<file path="src/design/ctrlPkg.sv">
////////////////////
// Datapath control encodings driven by the decoder.
////////////////////
`default_nettype none

package ctrlPkg;

    typedef enum logic [3:0] {
        ALU_ADD, ALU_SUB, ALU_AND, ALU_OR,
        ALU_XOR, ALU_NOR, ALU_SLT, ALU_SLTU,
        ALU_SLL, ALU_SRL, ALU_SRA, ALU_LUI
    } aluOpT;

    typedef enum logic [1:0] {
        DST_RT,
        DST_RD,
        DST_LINK // Register 31
    } regDstT;

    typedef enum logic [1:0] {
        BYTE_S,
        BYTE_U,
        WORD
    } memSizeT;

    typedef enum logic [1:0] {
        SEQ,
        BRANCH,
        JUMP,
        JREG
    } pcSrcT;

endpackage

`default_nettype wire

</file>
<file path="src/design/isaPkg.sv">
////////////////////
// Encodings of the MIPS32 subset that the core executes.
// Values left out of the enums are not decoded and execute as no operation.
////////////////////
`default_nettype none

package isaPkg;

    typedef logic [31:0] wordT;
    typedef logic [4:0]  regAddrT;

    // Low bit of each instruction field
    localparam int opLsb    = 26;
    localparam int rsLsb    = 21;
    localparam int rtLsb    = 16;
    localparam int rdLsb    = 11;
    localparam int shamtLsb = 6;
    localparam int functLsb = 0;

    typedef enum logic [5:0] {
        OP_SPECIAL = 6'h00,
        OP_J       = 6'h02,
        OP_JAL     = 6'h03,
        OP_BEQ     = 6'h04, // Low two bits select the branch test
        OP_BNE     = 6'h05,
        OP_BLEZ    = 6'h06,
        OP_BGTZ    = 6'h07,
        OP_ADDI    = 6'h08,
        OP_ADDIU   = 6'h09,
        OP_SLTI    = 6'h0a,
        OP_SLTIU   = 6'h0b,
        OP_ANDI    = 6'h0c,
        OP_ORI     = 6'h0d,
        OP_XORI    = 6'h0e,
        OP_LUI     = 6'h0f,
        OP_LB      = 6'h20,
        OP_LW      = 6'h23,
        OP_LBU     = 6'h24,
        OP_SB      = 6'h28,
        OP_SW      = 6'h2b
    } opcodeT;

    typedef enum logic [5:0] {
        FN_SLL     = 6'h00,
        FN_SRL     = 6'h02,
        FN_SRA     = 6'h03,
        FN_JR      = 6'h08,
        FN_SYSCALL = 6'h0c,
        FN_ADD     = 6'h20, // No overflow trap
        FN_ADDU    = 6'h21,
        FN_SUB     = 6'h22,
        FN_SUBU    = 6'h23,
        FN_AND     = 6'h24,
        FN_OR      = 6'h25,
        FN_XOR     = 6'h26,
        FN_NOR     = 6'h27,
        FN_SLT     = 6'h2a,
        FN_SLTU    = 6'h2b
    } functT;

endpackage

`default_nettype wire

</file>
<file path="src/design/decoder.sv">
////////////////////
// Control decoder, purely combinational.
// Unsupported opcodes and function codes leave every output inactive.
////////////////////
`default_nettype none

module decoder (
    input  wire isaPkg::opcodeT  opcode,
    input  wire isaPkg::functT   funct,
    output ctrlPkg::aluOpT       aluOp,
    output logic                 aluSrcImm,
    output logic                 immZeroExt,
    output ctrlPkg::regDstT      regDst,
    output logic                 regWrite,
    output logic                 memRead,
    output logic                 memWrite,
    output ctrlPkg::memSizeT     memSize,
    output ctrlPkg::pcSrcT       pcSrc,
    output logic [1:0]           branchCond,
    output logic                 halt
);

    always_comb
    begin
        aluOp      = ctrlPkg::ALU_ADD;
        aluSrcImm  = 1'b0;
        immZeroExt = 1'b0;
        regDst     = ctrlPkg::DST_RT;
        regWrite   = 1'b0;
        memRead    = 1'b0;
        memWrite   = 1'b0;
        memSize    = ctrlPkg::WORD;
        pcSrc      = ctrlPkg::SEQ;
        branchCond = 2'b00;
        halt       = 1'b0;

        case (opcode)
            isaPkg::OP_SPECIAL:
            begin
                regDst   = ctrlPkg::DST_RD;
                regWrite = 1'b1;
                case (funct)
                    isaPkg::FN_ADD, isaPkg::FN_ADDU: aluOp = ctrlPkg::ALU_ADD;
                    isaPkg::FN_SUB, isaPkg::FN_SUBU: aluOp = ctrlPkg::ALU_SUB;
                    isaPkg::FN_AND:  aluOp = ctrlPkg::ALU_AND;
                    isaPkg::FN_OR:   aluOp = ctrlPkg::ALU_OR;
                    isaPkg::FN_XOR:  aluOp = ctrlPkg::ALU_XOR;
                    isaPkg::FN_NOR:  aluOp = ctrlPkg::ALU_NOR;
                    isaPkg::FN_SLT:  aluOp = ctrlPkg::ALU_SLT;
                    isaPkg::FN_SLTU: aluOp = ctrlPkg::ALU_SLTU;
                    isaPkg::FN_SLL:  aluOp = ctrlPkg::ALU_SLL;
                    isaPkg::FN_SRL:  aluOp = ctrlPkg::ALU_SRL;
                    isaPkg::FN_SRA:  aluOp = ctrlPkg::ALU_SRA;
                    isaPkg::FN_JR:
                    begin
                        regWrite = 1'b0;
                        pcSrc    = ctrlPkg::JREG;
                    end
                    isaPkg::FN_SYSCALL:
                    begin
                        regWrite = 1'b0;
                        halt     = 1'b1;
                    end
                    default: regWrite = 1'b0;
                endcase
            end

            isaPkg::OP_J:
                pcSrc = ctrlPkg::JUMP;

            isaPkg::OP_JAL:
            begin
                pcSrc    = ctrlPkg::JUMP;
                regDst   = ctrlPkg::DST_LINK;
                regWrite = 1'b1;
            end

            isaPkg::OP_BEQ, isaPkg::OP_BNE, isaPkg::OP_BLEZ, isaPkg::OP_BGTZ:
            begin
                aluOp      = ctrlPkg::ALU_SUB; // Flags come from rs - rt
                pcSrc      = ctrlPkg::BRANCH;
                branchCond = opcode[1:0];
            end

            isaPkg::OP_ADDI, isaPkg::OP_ADDIU, isaPkg::OP_SLTI, isaPkg::OP_SLTIU,
            isaPkg::OP_ANDI, isaPkg::OP_ORI, isaPkg::OP_XORI, isaPkg::OP_LUI:
            begin
                aluSrcImm = 1'b1;
                regWrite  = 1'b1;
                case (opcode)
                    isaPkg::OP_SLTI:  aluOp = ctrlPkg::ALU_SLT;
                    isaPkg::OP_SLTIU: aluOp = ctrlPkg::ALU_SLTU; // Still sign-extended
                    isaPkg::OP_ANDI:  aluOp = ctrlPkg::ALU_AND;
                    isaPkg::OP_ORI:   aluOp = ctrlPkg::ALU_OR;
                    isaPkg::OP_XORI:  aluOp = ctrlPkg::ALU_XOR;
                    isaPkg::OP_LUI:   aluOp = ctrlPkg::ALU_LUI;
                    default:          aluOp = ctrlPkg::ALU_ADD;
                endcase
                immZeroExt = (opcode == isaPkg::OP_ANDI) || (opcode == isaPkg::OP_ORI)
                          || (opcode == isaPkg::OP_XORI);
            end

            isaPkg::OP_LB, isaPkg::OP_LBU, isaPkg::OP_LW:
            begin
                aluSrcImm = 1'b1;
                memRead   = 1'b1;
                regWrite  = 1'b1;
                if (opcode == isaPkg::OP_LB)
                    memSize = ctrlPkg::BYTE_S;
                else if (opcode == isaPkg::OP_LBU)
                    memSize = ctrlPkg::BYTE_U;
            end

            isaPkg::OP_SB, isaPkg::OP_SW:
            begin
                aluSrcImm = 1'b1;
                memWrite  = 1'b1;
                if (opcode == isaPkg::OP_SB)
                    memSize = ctrlPkg::BYTE_U;
            end

            default: ;
        endcase
    end

endmodule

`default_nettype wire

</file>
<file path="config.mk">
export PLATFORM = sky130hd
export DESIGN_NAME = decoder
export DESIGN_NICKNAME = d
export VERILOG_FILES = /design/src/design/ctrlPkg.sv /design/src/design/isaPkg.sv /design/src/design/decoder.sv
export SDC_FILE = /design/constraint.sdc
export NUM_CORES = 1
export LEC_CHECK = 0
export ABC_AREA = 1
export BUFFER_PORTS_ARGS = -buffer_cell sky130_fd_sc_hd__buf_2
export CAP_MARGIN = 25
export CORE_MARGIN = 5
export CORE_UTILIZATION = 30
export DETAILED_ROUTE_END_ITERATION = 8
export PLACE_DENSITY = 0.7
export SLEW_MARGIN = 20
export SYNTH_ARGS = -nofsm -noshare
export SYNTH_HDL_FRONTEND = slang
export SYNTH_SLANG_ARGS = --single-unit
</file>
<file path="constraint.sdc">
create_clock -name vclk -period 1
set_input_delay 0.2 -clock vclk [all_inputs]
set_output_delay 0.2 -clock vclk [all_outputs]
set_load 0.005 [all_outputs]
</file>
==> key figures <==
Flow run
  • Max-Cap Viols: 0

Power
  • P per Cell Area: 326 nW/um^2
  • Worst VDD drop: 0.173 mV
  • Pleak: 0.664 nW
  • Overall power of the completed layout: 0.384 mW

Cells and area
  • Layout area overhead: 132%
  • Register Area: 0 um^2
  • Share of cells above drive strength 1: 0.636
  • # diodes: 0
  • Final non-filler cell total: 189
  • Clock buf count: 0
  • Fillers: 125
  • Final Util: 0.757
  • Final nets: 187
  • Seq cells: 0
  • Fin area: 1180 um^2

Drt
  • Routed len/inst: 12.4 um
  • Vias post-DR: 958
  • Post-Route WL: 2.34 mm
  • Routed vias/inst: 5.07
  • Initial DRC Count: 28
  • 1st-pass router iterations: 4
  • Post-DRT Antenna Nets: 0
  • Remaining DRCs: 0

Logic synthesis
  • Count of different cell masters after synthesis: 19
  • Syn avg cell area: 4.51 um^2
  • Synth Cell Area: 509 um^2
  • Cell taking the most area after synthesis: nand2_1
  • Synth cell count leaders: nand2_1 (32), nor2_1 (21), inv_1 (18)
  • Sequential fraction of the synthesis area: 0
  • Cells after Synth: 113
  • YS warnings: 0
  • Share of the synthesized area in the top cell type: 0.236
  • Synthesized Nets: 125
  • Top-count cell post-synth: nand2_1
  • Synth area leaders: nand2_1 (24%), nand3_1 (16%), nor2_1 (15%), inv_1 (13%), nor2_2 (6.1%)

Min path
  • WHS Path Cells: 5
  • Hold Crit Class: input port to output port
  • Min-Delay Endpoint: branchCond[1]
  • Hold wc startpoint: opcode[3]

Global route
  • Initial antenna violation count: 0
  • Pin count of the biggest net entering global routing: 9
  • Vias in the first global route: 871
  • GRT Util Overall: 0.168
  • First-pass GRT wire length: 3.57 mm
  • GRT overflow: 0

Placed design
  • Hpwl dp: 1.55 mm
  • Port Buffer Count: 30
  • Area after DPL: 833 um^2
  • DP Worst Slack: -0.322 ns
  • Routability cong.: 0.879
  • Placed Cells: 178

Floorplanning
  • DIE AREA: 2620 um^2
  • Starting Density: 0.327
  • Core area: 1560 um^2
  • Die H: 51.2 um
  • # IOs: 30
  • Die W: 51.2 um
  • Rows: 14

Timing
  • Min Clock Period, post-route: 1.31 ns
  • Setup TNS Final: -3.41 ns
  • Slew Viols, Final: 0
  • Fin crit share: 1.31
  • # setup viols final: 18
  • Tightest Pin Transition: 0.250 ns
  • Slew margin rel.: 0.833
  • FMAX: 764 MHz
  • Unrepaired setup endpoints after global routing: true
  • Worst Hold Slack: 0.772 ns
  • Final worst slack: -0.310 ns
  • Hold Violations, Final: 0

Setup path
  • CP Class: input port to output port
  • Worst path arrival time: 1.11 ns
  • Crit path required time: 0.80 ns
  • Crit start category: input port
  • CP endpoint kind: output port
  • Crit-path max FO: 5

Outcome
  • Outcome: finished, violations left
  • Failing checks: negative setup slack

Clock network
  • Hold Buf Count CTS: 0
-- cell type report --
cell class,instances,area (um^2),area share
Multi-Input combinational cell,91,581,0.492
Tap cell,16,20.0,0.0170
Timing Repair Buffer,60,473,0.401
Inverter,22,106,0.0901
-- cell families after synthesis --
family	Yosys count	share of synthesized area
and+or+nand+nor	83	0.740
buffers and inverters	22	0.162
AOI/OAI and AO/OA	8	0.0983
-- placed cells by master, fill, tap and decap left out, drive strengths merged --
master / netlist / final
inv: 22 / 21
clkinvlp: 0 / 1
a211oi: 1 / 1
o21ai: 3 / 3
nor3: 1 / 1
a21oi: 1 / 1
nand3b: 1 / 1
buf: 0 / 59
nand4: 4 / 4
clkbuf: 0 / 1
nor2: 26 / 26
o2111ai: 1 / 1
nand2: 34 / 34
o22ai: 1 / 1
o211ai: 1 / 1
nand3: 17 / 17
-- layer usage --
layer | vias up | GRT usage | routed length (um)
met5 | - | 0 | 0
met4 | 0 | 0.0179 | 49
met3 | 6 | 0.00872 | 113
met2 | 36 | 0.356 | 1300
met1 | 429 | 0.184 | 881
li1 | 487 | - | -
-- where the power goes --
group	switching, mW	internal, mW
clock	0	0
sequential	0	0
combinational	0.201	0.183
total	0.201	0.183
-- what timing repair did --
action	in CTS	in global routing
gates resized for setup	49	35
endpoints found under the setup margin	18	18
setup buffers	5	6
pin swaps	16	17
hold endpoints to repair	0	0
-- critical path, cell delays in order --
cell and delay, ns:
clkbuf_4 0.15, nand2_4 0.10, inv_2 0.07, o21ai_1 0.19, inv_1 0.09, nor2_1 0.10
nand3b_1 0.08, buf_2 0.13
-- how the worst max path moves through the flow --
stage	start	to	slack [ns]	cells after the start
after global placement	opcode[0]	regWrite	-0.32	9
after global routing	opcode[1]	aluSrcImm	-0.36	8
after CTS	opcode[0]	aluSrcImm	-0.24	9
after detailed placement	opcode[0]	regWrite	-0.32	9
final	opcode[1]	aluSrcImm	-0.31	8
after floorplan	opcode[4]	aluOp[0]	0.03	7
(Power assumes the default switching activity.)
