<file path="src/design/isaPkg.sv">
////////////////////
// Encodings of the MIPS32 subset that the core executes.
// Values left out of the enums are not decoded and execute as no operation.
////////////////////
`default_nettype none

package isaPkg;

    typedef logic [31:0] wordT;
    typedef logic [4:0]  regAddrT;

    // Low bit of each instruction field
    localparam int opLsb    = 26;
    localparam int rsLsb    = 21;
    localparam int rtLsb    = 16;
    localparam int rdLsb    = 11;
    localparam int shamtLsb = 6;
    localparam int functLsb = 0;

    typedef enum logic [5:0] {
        OP_SPECIAL = 6'h00,
        OP_J       = 6'h02,
        OP_JAL     = 6'h03,
        OP_BEQ     = 6'h04, // Low two bits select the branch test
        OP_BNE     = 6'h05,
        OP_BLEZ    = 6'h06,
        OP_BGTZ    = 6'h07,
        OP_ADDI    = 6'h08,
        OP_ADDIU   = 6'h09,
        OP_SLTI    = 6'h0a,
        OP_SLTIU   = 6'h0b,
        OP_ANDI    = 6'h0c,
        OP_ORI     = 6'h0d,
        OP_XORI    = 6'h0e,
        OP_LUI     = 6'h0f,
        OP_LB      = 6'h20,
        OP_LW      = 6'h23,
        OP_LBU     = 6'h24,
        OP_SB      = 6'h28,
        OP_SW      = 6'h2b
    } opcodeT;

    typedef enum logic [5:0] {
        FN_SLL     = 6'h00,
        FN_SRL     = 6'h02,
        FN_SRA     = 6'h03,
        FN_JR      = 6'h08,
        FN_SYSCALL = 6'h0c,
        FN_ADD     = 6'h20, // No overflow trap
        FN_ADDU    = 6'h21,
        FN_SUB     = 6'h22,
        FN_SUBU    = 6'h23,
        FN_AND     = 6'h24,
        FN_OR      = 6'h25,
        FN_XOR     = 6'h26,
        FN_NOR     = 6'h27,
        FN_SLT     = 6'h2a,
        FN_SLTU    = 6'h2b
    } functT;

endpackage

`default_nettype wire

</file>
<file path="src/design/regFile.sv">
////////////////////
// Two read ports, one write port.
// Register 0 reads zero; no writes land during reset.
////////////////////
`default_nettype none

module regFile (
    input  wire logic            clk,
    input  wire logic            rstN,
    input  wire isaPkg::regAddrT readAddrA,
    input  wire isaPkg::regAddrT readAddrB,
    output isaPkg::wordT         readDataA,
    output isaPkg::wordT         readDataB,
    input  wire logic            writeEn,
    input  wire isaPkg::regAddrT writeAddr,
    input  wire isaPkg::wordT    writeData
);

    isaPkg::wordT regs [32];

    always_ff @(posedge clk)
    begin
        if (rstN && writeEn && writeAddr != 5'd0)
            regs[writeAddr] <= writeData;
    end

    // Combinational reads, old value during a same-cycle write
    assign readDataA = (readAddrA == 5'd0) ? '0 : regs[readAddrA];
    assign readDataB = (readAddrB == 5'd0) ? '0 : regs[readAddrB];

endmodule

`default_nettype wire

</file>
<file path="config.mk">
export PLATFORM = sky130hd
export DESIGN_NAME = regFile
export DESIGN_NICKNAME = d
export VERILOG_FILES = /design/src/design/isaPkg.sv /design/src/design/regFile.sv
export SDC_FILE = /design/constraint.sdc
export NUM_CORES = 1
export LEC_CHECK = 0
export ABC_CLOCK_PERIOD_IN_PS = 2900
export BUFFER_PORTS_ARGS = -buffer_cell sky130_fd_sc_hd__buf_2
export CORE_MARGIN = 2
export CORE_UTILIZATION = 45
export CTS_CLUSTER_SIZE = 25
export DETAILED_ROUTE_END_ITERATION = 8
export GPL_ROUTABILITY_DRIVEN = 1
export SLEW_MARGIN = 20
export SYNTH_ARGS = -nofsm -noshare
export SYNTH_HDL_FRONTEND = slang
export SYNTH_SLANG_ARGS = --single-unit
</file>
<file path="constraint.sdc">
create_clock -name clk -period 2.9 [get_ports clk]
set_input_delay 0.145 -clock clk [delete_from_list [all_inputs] [get_ports clk]]
set_output_delay 0.145 -clock clk [all_outputs]
set_load 0.01 [all_outputs]
</file>
==> impl_results.html, run 1 <==
<table>
<tr><th>Metric</th><th>Value</th></tr>
<tr><th colspan="2">Drt</th></tr>
<tr><td>Violation count after the first detailed-route iteration</td><td>4,118</td></tr>
<tr><td>Number of remaining DRC errors</td><td>0</td></tr>
<tr><td>Wire length per cell after detailed routing</td><td>37.8 um</td></tr>
<tr><td>Residual antenna-violating net count after detailed routing</td><td>0</td></tr>
<tr><td>Detailed Routing Iterations Pass 1</td><td>6</td></tr>
<tr><td>Mean number of vias per cell</td><td>a little under 7</td></tr>
<tr><td>Vias</td><td>between 20,000 and 30,000</td></tr>
<tr><td>Detailed-route wire length</td><td>between 150,000 and 200,000 um</td></tr>
<tr><th colspan="2">Global routing</th></tr>
<tr><td>Via count of the first global-routing pass</td><td>28,700</td></tr>
<tr><td>Met2 layer usage reported by global route</td><td>46.4%</td></tr>
<tr><td>Total routing resource utilization after global routing</td><td>approximately 29%</td></tr>
<tr><td>Global-route layer with the greatest usage</td><td>met2</td></tr>
<tr><td>Pin count of the biggest net entering global routing</td><td>53</td></tr>
<tr><td>Met1 track demand over resource</td><td>39.1%</td></tr>
<tr><td>Fraction of met3 tracks used by global routing</td><td>6.68%</td></tr>
<tr><td>Antenna violations before repair</td><td>20</td></tr>
<tr><td>Wire length of the first global-routing pass</td><td>217,000 um</td></tr>
<tr><td>Residual overflow from global routing</td><td>0</td></tr>
<tr><th colspan="2">Final layout</th></tr>
<tr><td>Flip-flop count of the largest register, all copies and words added</td><td>1,024</td></tr>
<tr><td>Largest Register</td><td>regs</td></tr>
<tr><td>Layout Nets</td><td>2,703</td></tr>
<tr><td>Share of layout cells above drive strength 1</td><td>34.8%</td></tr>
<tr><td>Registers with the most flip-flops</td><td>regs: 1024 flops</td></tr>
<tr><td>Area overhead of the layout relative to synthesis</td><td>17.0%</td></tr>
<tr><th colspan="2">Logic synthesis</th></tr>
<tr><td>Share of the synthesized area in the top cell type</td><td>65.2%</td></tr>
<tr><td>Cell Area, Synth</td><td>47,200 um2</td></tr>
<tr><td>Cell type contributing the most total cell area after synthesis</td><td>edfxtp_1</td></tr>
<tr><td>Synthesized netlist cell count</td><td>2,370</td></tr>
<tr><td>Count of flip-flops with a built-in enable after synthesis</td><td>1,024</td></tr>
<tr><td>Proportion of register bits with asynchronous set or reset after synthesis</td><td>0%</td></tr>
<tr><td>Cells taking the most area after synthesis</td><td>edfxtp_1 65%, mux4_2 20%, mux2i_1 4.6%, a22o_1 1.2%, a2111oi_2 0.80%</td></tr>
<tr><td>Synthesized area per cell</td><td>~20 um2</td></tr>
<tr><td>Most used standard cells in the synthesized netlist</td><td>1,024 x edfxtp_1, 418 x mux4_2, 217 x mux2i_1</td></tr>
<tr><td>Most frequently used cell type in the post-synthesis netlist</td><td>edfxtp_1</td></tr>
<tr><td>Distinct cells, synth</td><td>43</td></tr>
<tr><td>Post-synthesis register bit count</td><td>1,024</td></tr>
<tr><td>Total number of yosys warnings</td><td>0</td></tr>
<tr><td>Proportion of synthesized chip area in sequential cells</td><td>65.2%</td></tr>
<tr><td>Main flop type after synthesis</td><td>edfxtp_1</td></tr>
<tr><th colspan="2">Floorplanning</th></tr>
<tr><td>Core Rows</td><td>about 120</td></tr>
<tr><td>DIE AREA</td><td>107,000 um2</td></tr>
<tr><td>I/O pin count</td><td>114</td></tr>
<tr><td>Die Ht</td><td>328 um</td></tr>
<tr><td>Die X-Extent</td><td>328 um</td></tr>
<tr><td>Placeable core region</td><td>104,000 um2</td></tr>
<tr><td>Starting density of the core</td><td>around 45%</td></tr>
<tr><th colspan="2">Critical path</th></tr>
<tr><td>Biggest cell delay along the critical path</td><td>0.47 ns</td></tr>
<tr><td>Largest driver fanout on the critical path</td><td>2</td></tr>
<tr><td>Sequence of cells on the critical path</td><td>mux4_2, mux2i_1, o22ai_1, a211o_1, buf_2</td></tr>
<tr><td>Library cell contributing the largest single delay on the critical path</td><td>mux4_2</td></tr>
<tr><td>Critical path class</td><td>register to primary output</td></tr>
<tr><td>Critical path launch point type</td><td>register</td></tr>
<tr><td>Signal arrival time at the worst endpoint</td><td>2.71 ns</td></tr>
<tr><td>Kind of capture point of the worst setup path</td><td>primary output</td></tr>
<tr><td>Critical Path RT</td><td>2.76 ns</td></tr>
<tr><th colspan="2">Place</th></tr>
<tr><td>RePlAce Congestion</td><td>~0.83</td></tr>
<tr><td>Final HPWL from detailed placement</td><td>between 90,000 and 100,000 um</td></tr>
<tr><td>Count of buffers from port buffering</td><td>113</td></tr>
<tr><td>Place WS</td><td>0.0202 ns</td></tr>
<tr><th colspan="2">Clock tree</th></tr>
<tr><td>Buffer type at the clock tree root</td><td>clkbuf_16</td></tr>
<tr><td>Maximum count of clock buffers along a single path</td><td>3</td></tr>
<tr><td>CTS tree</td><td>yes</td></tr>
<tr><td>Clock slew at reported path FFs</td><td>0.06 ns</td></tr>
<tr><td>Number of buffers created by CTS</td><td>107</td></tr>
<tr><td>Number of clock sinks</td><td>1,024</td></tr>
<tr><td>H-Tree Level Count</td><td>3</td></tr>
<tr><td>Post-CTS Repair Setup Buffers</td><td>0</td></tr>
<tr><th colspan="2">Timing</th></tr>
<tr><td>Fin. max-slew vios</td><td>0</td></tr>
<tr><td>Final critical-path required period</td><td>2.86 ns</td></tr>
<tr><td>Post-route clock period utilization</td><td>98.5%</td></tr>
<tr><td>Relative slew slack</td><td>49.4%</td></tr>
<tr><td>Tightest hold margin</td><td>0.0335 ns</td></tr>
<tr><td>Maximum frequency from static timing analysis</td><td>0.350 GHz</td></tr>
<tr><td>Setup repair after global routing missed its margin</td><td>no</td></tr>
<tr><td>Count of final hold-check violations</td><td>0</td></tr>
<tr><td>Final setup slack of the worst path</td><td>0.0447 ns</td></tr>
<tr><td>Number of failing setup endpoints in the final timing report</td><td>0</td></tr>
<tr><td>Tightest Pin Transition</td><td>0.755 ns</td></tr>
<tr><th colspan="2">Power and ir drop</th></tr>
<tr><td>Ratio of total power to cell area</td><td>605 nW/um2</td></tr>
<tr><td>PnR Total Power</td><td>33.4 mW</td></tr>
<tr><td>Leakage power summed over all cells</td><td>between 15 and 20 nW</td></tr>
<tr><td>Highest ir drop seen on vdd</td><td>between 0.0005 and 0.0006 V</td></tr>
<tr><th colspan="2">Min path</th></tr>
<tr><td>Path class of the lowest-slack min-delay path</td><td>primary input to register</td></tr>
<tr><th colspan="2">Flow run</th></tr>
<tr><td>Count of max-cap constraint violations</td><td>0</td></tr>
<tr><th colspan="2">Run status</th></tr>
<tr><td>Result of the run</td><td>finished clean</td></tr>
</table>
metal layers:
metal	share of wire [%]	routed length, um	up-vias
met1	38	59300	15200
met5	0.044	69	-
met2	48	74300	1821
met4	3.8	5850	10
li1	-	-	10900
met3	10	16200	369
kinds of logic after synthesis:
kind of cell,share of synthesized area [%]
flip-flops,65.2
multiplexers,25.4
AO/OA/AOI/OAI,5.47
buffers and inverters,2.44
AND/OR/NAND/NOR,1.51
other,0.00795
cell usage in the layout (no fill, tap or decap), types with 25 or more instances in the layout:
cell,instances
edfxtp_1,1024
mux4_2,418
mux2i_1,217
buf_4,113
clkbuf_16,109
buf_2,106
buf_12,83
a22o_1,67
o22ai_1,59
a211oi_1,41
nor2_4,33
conb_1,32
o221ai_1,31
nor3_1,31
dlygate4sd3_1,31
nor2_1,30
inv_1,28
a2111oi_2,27
a221oi_1,27
a21oi_1,26
a211o_1,26
clkinv_1,25
worst max-delay path: cells and delay by family, from the launching register on:
| kind | cells | cell delay [ns] |
|---|---|---|
| mux | 2 | 0.80 |
| flops | 1 | 0.40 |
| buf+inv | 1 | 0.24 |
| compound gates | 2 | 0.60 |
stage by stage:
stage | util, % | TNS (ns) | instance area [um2] | std cells
detailed placement | 49.5 | 0 | 51400 | 3893
global placement | 49.5 | -0.237 | 51400 | 3893
finish | 53.2 | 0 | 55200 | 4121
floorplan | - | 0 | 47300 | 2401
CTS | 53.2 | 0 | 55200 | 4116
global route | 53.2 | 0 | 55200 | 4117
final timing paths:
kind	startpoint	endpoint	slack (ns)	cells after the start
max	regs[9][30]	readDataA[30]	0.04	5
min	writeData[15]	regs[18][15]	0.03	1
power breakdown:
part	total, mW	internal (mW)	leakage [nW]	switching (mW)
Sequential	16.5	16.4	9.24	0.0560
Clock	13.8	8.16	1.70	5.68
Combinational	3.11	1.28	7.21	1.82
Total	33.4	25.9	18.2	7.55
repair_timing:
action / 4_1_cts / 5_1_grt
hold buffers: 31 / 0
setup endpoints to repair: 1 / 4
endpoints found under the hold margin: 953 / 0
resized for setup: 3 / 5
final cells by class:
type	instances	area, um2
Timing Repair Buffer	338	3420
Multi-Input combinational cell	1154	15700
Antenna cell	5	12.5
Clock buffer	129	2800
Fill cell	7962	48600
Clock inverter	63	683
Tap cell	1380	1730
Sequential cell	1024	30700
Inverter	28	105
No activity file was read; power rests on OpenSTA's default activity.
==> run 2: changes to the inputs <==
Settings changed: CORE_MARGIN 2 to unset.
==> run 2 against run 1 <==
Effect of this change: die area shrank 1.2%; sequential cell count is the same; final cell count grew 0.39%; count of clock-buffer cells in the layout shrank 8; sequential power is essentially flat; combinational power is essentially flat; global-route usage shrank 0.11 points; setup slack lost 0.0031 ns; clock power is essentially flat; sequential share of layout area grew 0.16 points; critical path depth grew 1; non-clock buffer count grew 15; largest power group unchanged.
==> impl_results.html, run 2 (synthesis gave the netlist of run 1 again) <==
<table>
<tr><th>Metric</th><th>Value</th></tr>
<tr><th colspan="2">Run status</th></tr>
<tr><td>Result of the run</td><td>finished clean</td></tr>
<tr><th colspan="2">Power and ir drop</th></tr>
<tr><td>Ratio of total power to cell area</td><td>606 nW/um2 (about the same)</td></tr>
<tr><td>Highest ir drop seen on vdd</td><td>0.000499 V (-4.4%)</td></tr>
<tr><td>Leakage power summed over all cells</td><td>18.2 nW (about the same)</td></tr>
<tr><th colspan="2">Critical path</th></tr>
<tr><td>Library cell contributing the largest single delay on the critical path</td><td>a211oi_1</td></tr>
<tr><td>Sequence of cells on the critical path</td><td>mux4_2, nor2b_1, a211oi_1, nor4_2, buf_4, buf_2</td></tr>
<tr><td>Signal arrival time at the worst endpoint</td><td>2.71 ns (about the same)</td></tr>
<tr><td>Largest driver fanout on the critical path</td><td>2 (unchanged)</td></tr>
<tr><td>Critical path class</td><td>register to primary output</td></tr>
<tr><td>Critical path launch point type</td><td>register</td></tr>
<tr><td>Kind of capture point of the worst setup path</td><td>primary output</td></tr>
<tr><td>Critical Path RT</td><td>2.76 ns (about the same)</td></tr>
<tr><td>Biggest cell delay along the critical path</td><td>0.50 ns (+0.03 ns)</td></tr>
<tr><th colspan="2">Timing</th></tr>
<tr><td>Final critical-path required period</td><td>2.86 ns (+0.00313 ns)</td></tr>
<tr><td>Count of final hold-check violations</td><td>0 (unchanged)</td></tr>
<tr><td>Number of failing setup endpoints in the final timing report</td><td>0 (unchanged)</td></tr>
<tr><td>Tightest hold margin</td><td>0.213 ns (+0.180 ns)</td></tr>
<tr><td>Setup repair after global routing missed its margin</td><td>no</td></tr>
<tr><td>Tightest Pin Transition</td><td>0.977 ns (+0.222 ns)</td></tr>
<tr><td>Setup TNS</td><td>0 ns (unchanged)</td></tr>
<tr><td>Fin. max-slew vios</td><td>0 (unchanged)</td></tr>
<tr><td>Relative slew slack</td><td>34.9% (-15 points)</td></tr>
<tr><td>Post-route clock period utilization</td><td>98.6% (+0.11 points)</td></tr>
<tr><td>Maximum frequency from static timing analysis</td><td>0.350 GHz (-0.11%)</td></tr>
<tr><th colspan="2">Drt</th></tr>
<tr><td>Detailed-route wire length</td><td>154,000 um (-1.3%)</td></tr>
<tr><td>Detailed Routing Iterations Pass 1</td><td>6 (unchanged)</td></tr>
<tr><td>Violation count after the first detailed-route iteration</td><td>4,007 (-2.7%)</td></tr>
<tr><td>Residual antenna-violating net count after detailed routing</td><td>0 (unchanged)</td></tr>
<tr><td>Mean number of vias per cell</td><td>6.79 (-1.0%)</td></tr>
<tr><td>Vias</td><td>28,100 (-0.66%)</td></tr>
<tr><td>Wire length per cell after detailed routing</td><td>37.2 um (-1.6%)</td></tr>
<tr><td>Number of remaining DRC errors</td><td>0 (unchanged)</td></tr>
<tr><th colspan="2">Final layout</th></tr>
<tr><td>End-of-flow core utilization</td><td>53.1% (-0.16 points)</td></tr>
<tr><td>Fillers</td><td>8,033 (+0.89%)</td></tr>
<tr><td>Most common cell after layout, fill and taps aside</td><td>edfxtp_1</td></tr>
<tr><td>Layout Nets</td><td>2,717 (+0.52%)</td></tr>
<tr><td>Registers with the most flip-flops</td><td>regs: 1024 flops</td></tr>
<tr><td>Largest Register</td><td>regs</td></tr>
<tr><td>Share of layout cells above drive strength 1</td><td>35.6% (+0.83 points)</td></tr>
<tr><td>Area overhead of the layout relative to synthesis</td><td>16.7%</td></tr>
<tr><td>Flip-flop count of the largest register, all copies and words added</td><td>1,024 (unchanged)</td></tr>
<tr><td>Top library cells by usage in the layout, fill and taps aside</td><td>1,024 x edfxtp_1, 418 x mux4_2, 217 x mux2i_1</td></tr>
<tr><th colspan="2">Place</th></tr>
<tr><td>Final HPWL from detailed placement</td><td>95,200 um (+5.4%)</td></tr>
<tr><td>Count of buffers from port buffering</td><td>113 (unchanged)</td></tr>
<tr><td>RePlAce Congestion</td><td>0.864 (+4.7%)</td></tr>
<tr><th colspan="2">Clock tree</th></tr>
<tr><td>Number of buffers created by CTS</td><td>106 (-0.93%)</td></tr>
<tr><td>Buffer type at the clock tree root</td><td>clkbuf_16</td></tr>
<tr><td>Clock slew at reported path FFs</td><td>0.07 ns (about the same)</td></tr>
<tr><td>Maximum count of clock buffers along a single path</td><td>3 (unchanged)</td></tr>
<tr><td>H-Tree Level Count</td><td>3 (unchanged)</td></tr>
<tr><td>CTS tree</td><td>yes</td></tr>
<tr><td>Number of clock sinks</td><td>1,024 (unchanged)</td></tr>
<tr><th colspan="2">Floorplanning</th></tr>
<tr><td>Die X-Extent</td><td>326 um (-0.61%)</td></tr>
<tr><td>Placeable core region</td><td>104,000 um2 (unchanged)</td></tr>
<tr><td>Starting density of the core</td><td>45.5% (unchanged)</td></tr>
<tr><td>I/O pin count</td><td>114 (unchanged)</td></tr>
<tr><td>Die Ht</td><td>326 um (-0.61%)</td></tr>
<tr><td>Core Rows</td><td>118 (unchanged)</td></tr>
<tr><td>DIE AREA</td><td>106,000 um2 (-1.2%)</td></tr>
<tr><th colspan="2">Global routing</th></tr>
<tr><td>Wire length of the first global-routing pass</td><td>214,000 um (-1.6%)</td></tr>
<tr><td>Via count of the first global-routing pass</td><td>28,200 (-2.0%)</td></tr>
<tr><td>Pin count of the biggest net entering global routing</td><td>54 (+1.9%)</td></tr>
<tr><td>Total routing resource utilization after global routing</td><td>28.8% (-0.11 points)</td></tr>
<tr><td>Antenna violations before repair</td><td>27 (+35%)</td></tr>
<tr><td>Residual overflow from global routing</td><td>0 (unchanged)</td></tr>
<tr><th colspan="2">Min path</th></tr>
<tr><td>Path class of the lowest-slack min-delay path</td><td>primary input to register</td></tr>
<tr><td>Worst hold path cell count</td><td>4 (+3)</td></tr>
<tr><th colspan="2">Flow run</th></tr>
<tr><td>Count of max-cap constraint violations</td><td>0 (unchanged)</td></tr>
</table>
-- run 2: cell count changes in the layout (fill, tap and decap cells not counted), sizes merged, moves of 2 or more --
cell      before  now
clkinv        42   46
clkinvlp       2   10
inv           32   30
clkbuf       129  121
bufinv        15   13
buf          307  321
-- run 2: metrics by stage --
| step | area, um2 | setup slack, ns | total power [mW] | instances |
|---|---|---|---|---|
| after floorplan | 47300 | 0.460 | 18.5 | 2401 |
| after global placement | 51100 | -0.0714 | 19.8 | 3907 |
| after detailed placement | 51100 | -0.0241 | 19.8 | 3907 |
| after CTS | 55000 | 0.0253 | 33.5 | 4131 |
| after global routing | 55100 | 0.000372 | 34.2 | 4133 |
| final | 55100 | 0.0416 | 33.3 | 4137 |
-- run 2: worst max-delay path: cells and delay by family (launching register included) --
| family | cells | cell delay [ns] |
|---|---|---|
| compound gates | 1 | 0.50 |
| mux | 1 | 0.47 |
| flops | 1 | 0.39 |
| simple gates | 2 | 0.33 |
| buf+inv | 2 | 0.32 |
-- run 2: per-layer routing --
metal / vias up / global-route usage [%] / share of wire (%)
li1: 10900 / - / -
met3: 326 / 5.69 / 10
met1: 15000 / 39.4 / 38
met5: - / 0 / 0.10
met4: 24 / 10.8 / 3.7
met2: 1757 / 46.0 / 48
-- run 2: cell type report --
class,count,area (um2),share of cell area [%]
multi-input cells,1154,15800,28.6
clock inverters,71,782,1.42
flip-flops and latches,1024,30700,55.8
diodes,6,15.0,0.0273
repair buffers,353,3190,5.79
clock buffers,121,2730,4.96
inverters,28,105,0.191
well taps,1380,1730,3.14
-- run 2: what timing repair did --
action / CTS / global route
hold buffers: 32 / 0
buffers inserted: 0 / 0
resized for setup: 8 / 5
setup endpoints to repair: 6 / 5
hold endpoints to repair: 1024 / 0
-- run 2: path summary, 6_finish.rpt --
check / startpoint / end / slack, ns
hold / removal: writeAddr[1] / regs[23][13] / 0.21
setup / recovery: regs[30][15] / readDataA[15] / 0.04
-- run 2: power breakdown --
| part | switching (mW) | internal [mW] | leakage (nW) |
|---|---|---|---|
| combinational | 1.83 | 1.27 | 7.23 |
| clock | 5.83 | 7.93 | 1.69 |
| sequential | 0.0541 | 16.4 | 9.24 |
| total | 7.71 | 25.6 | 18.2 |
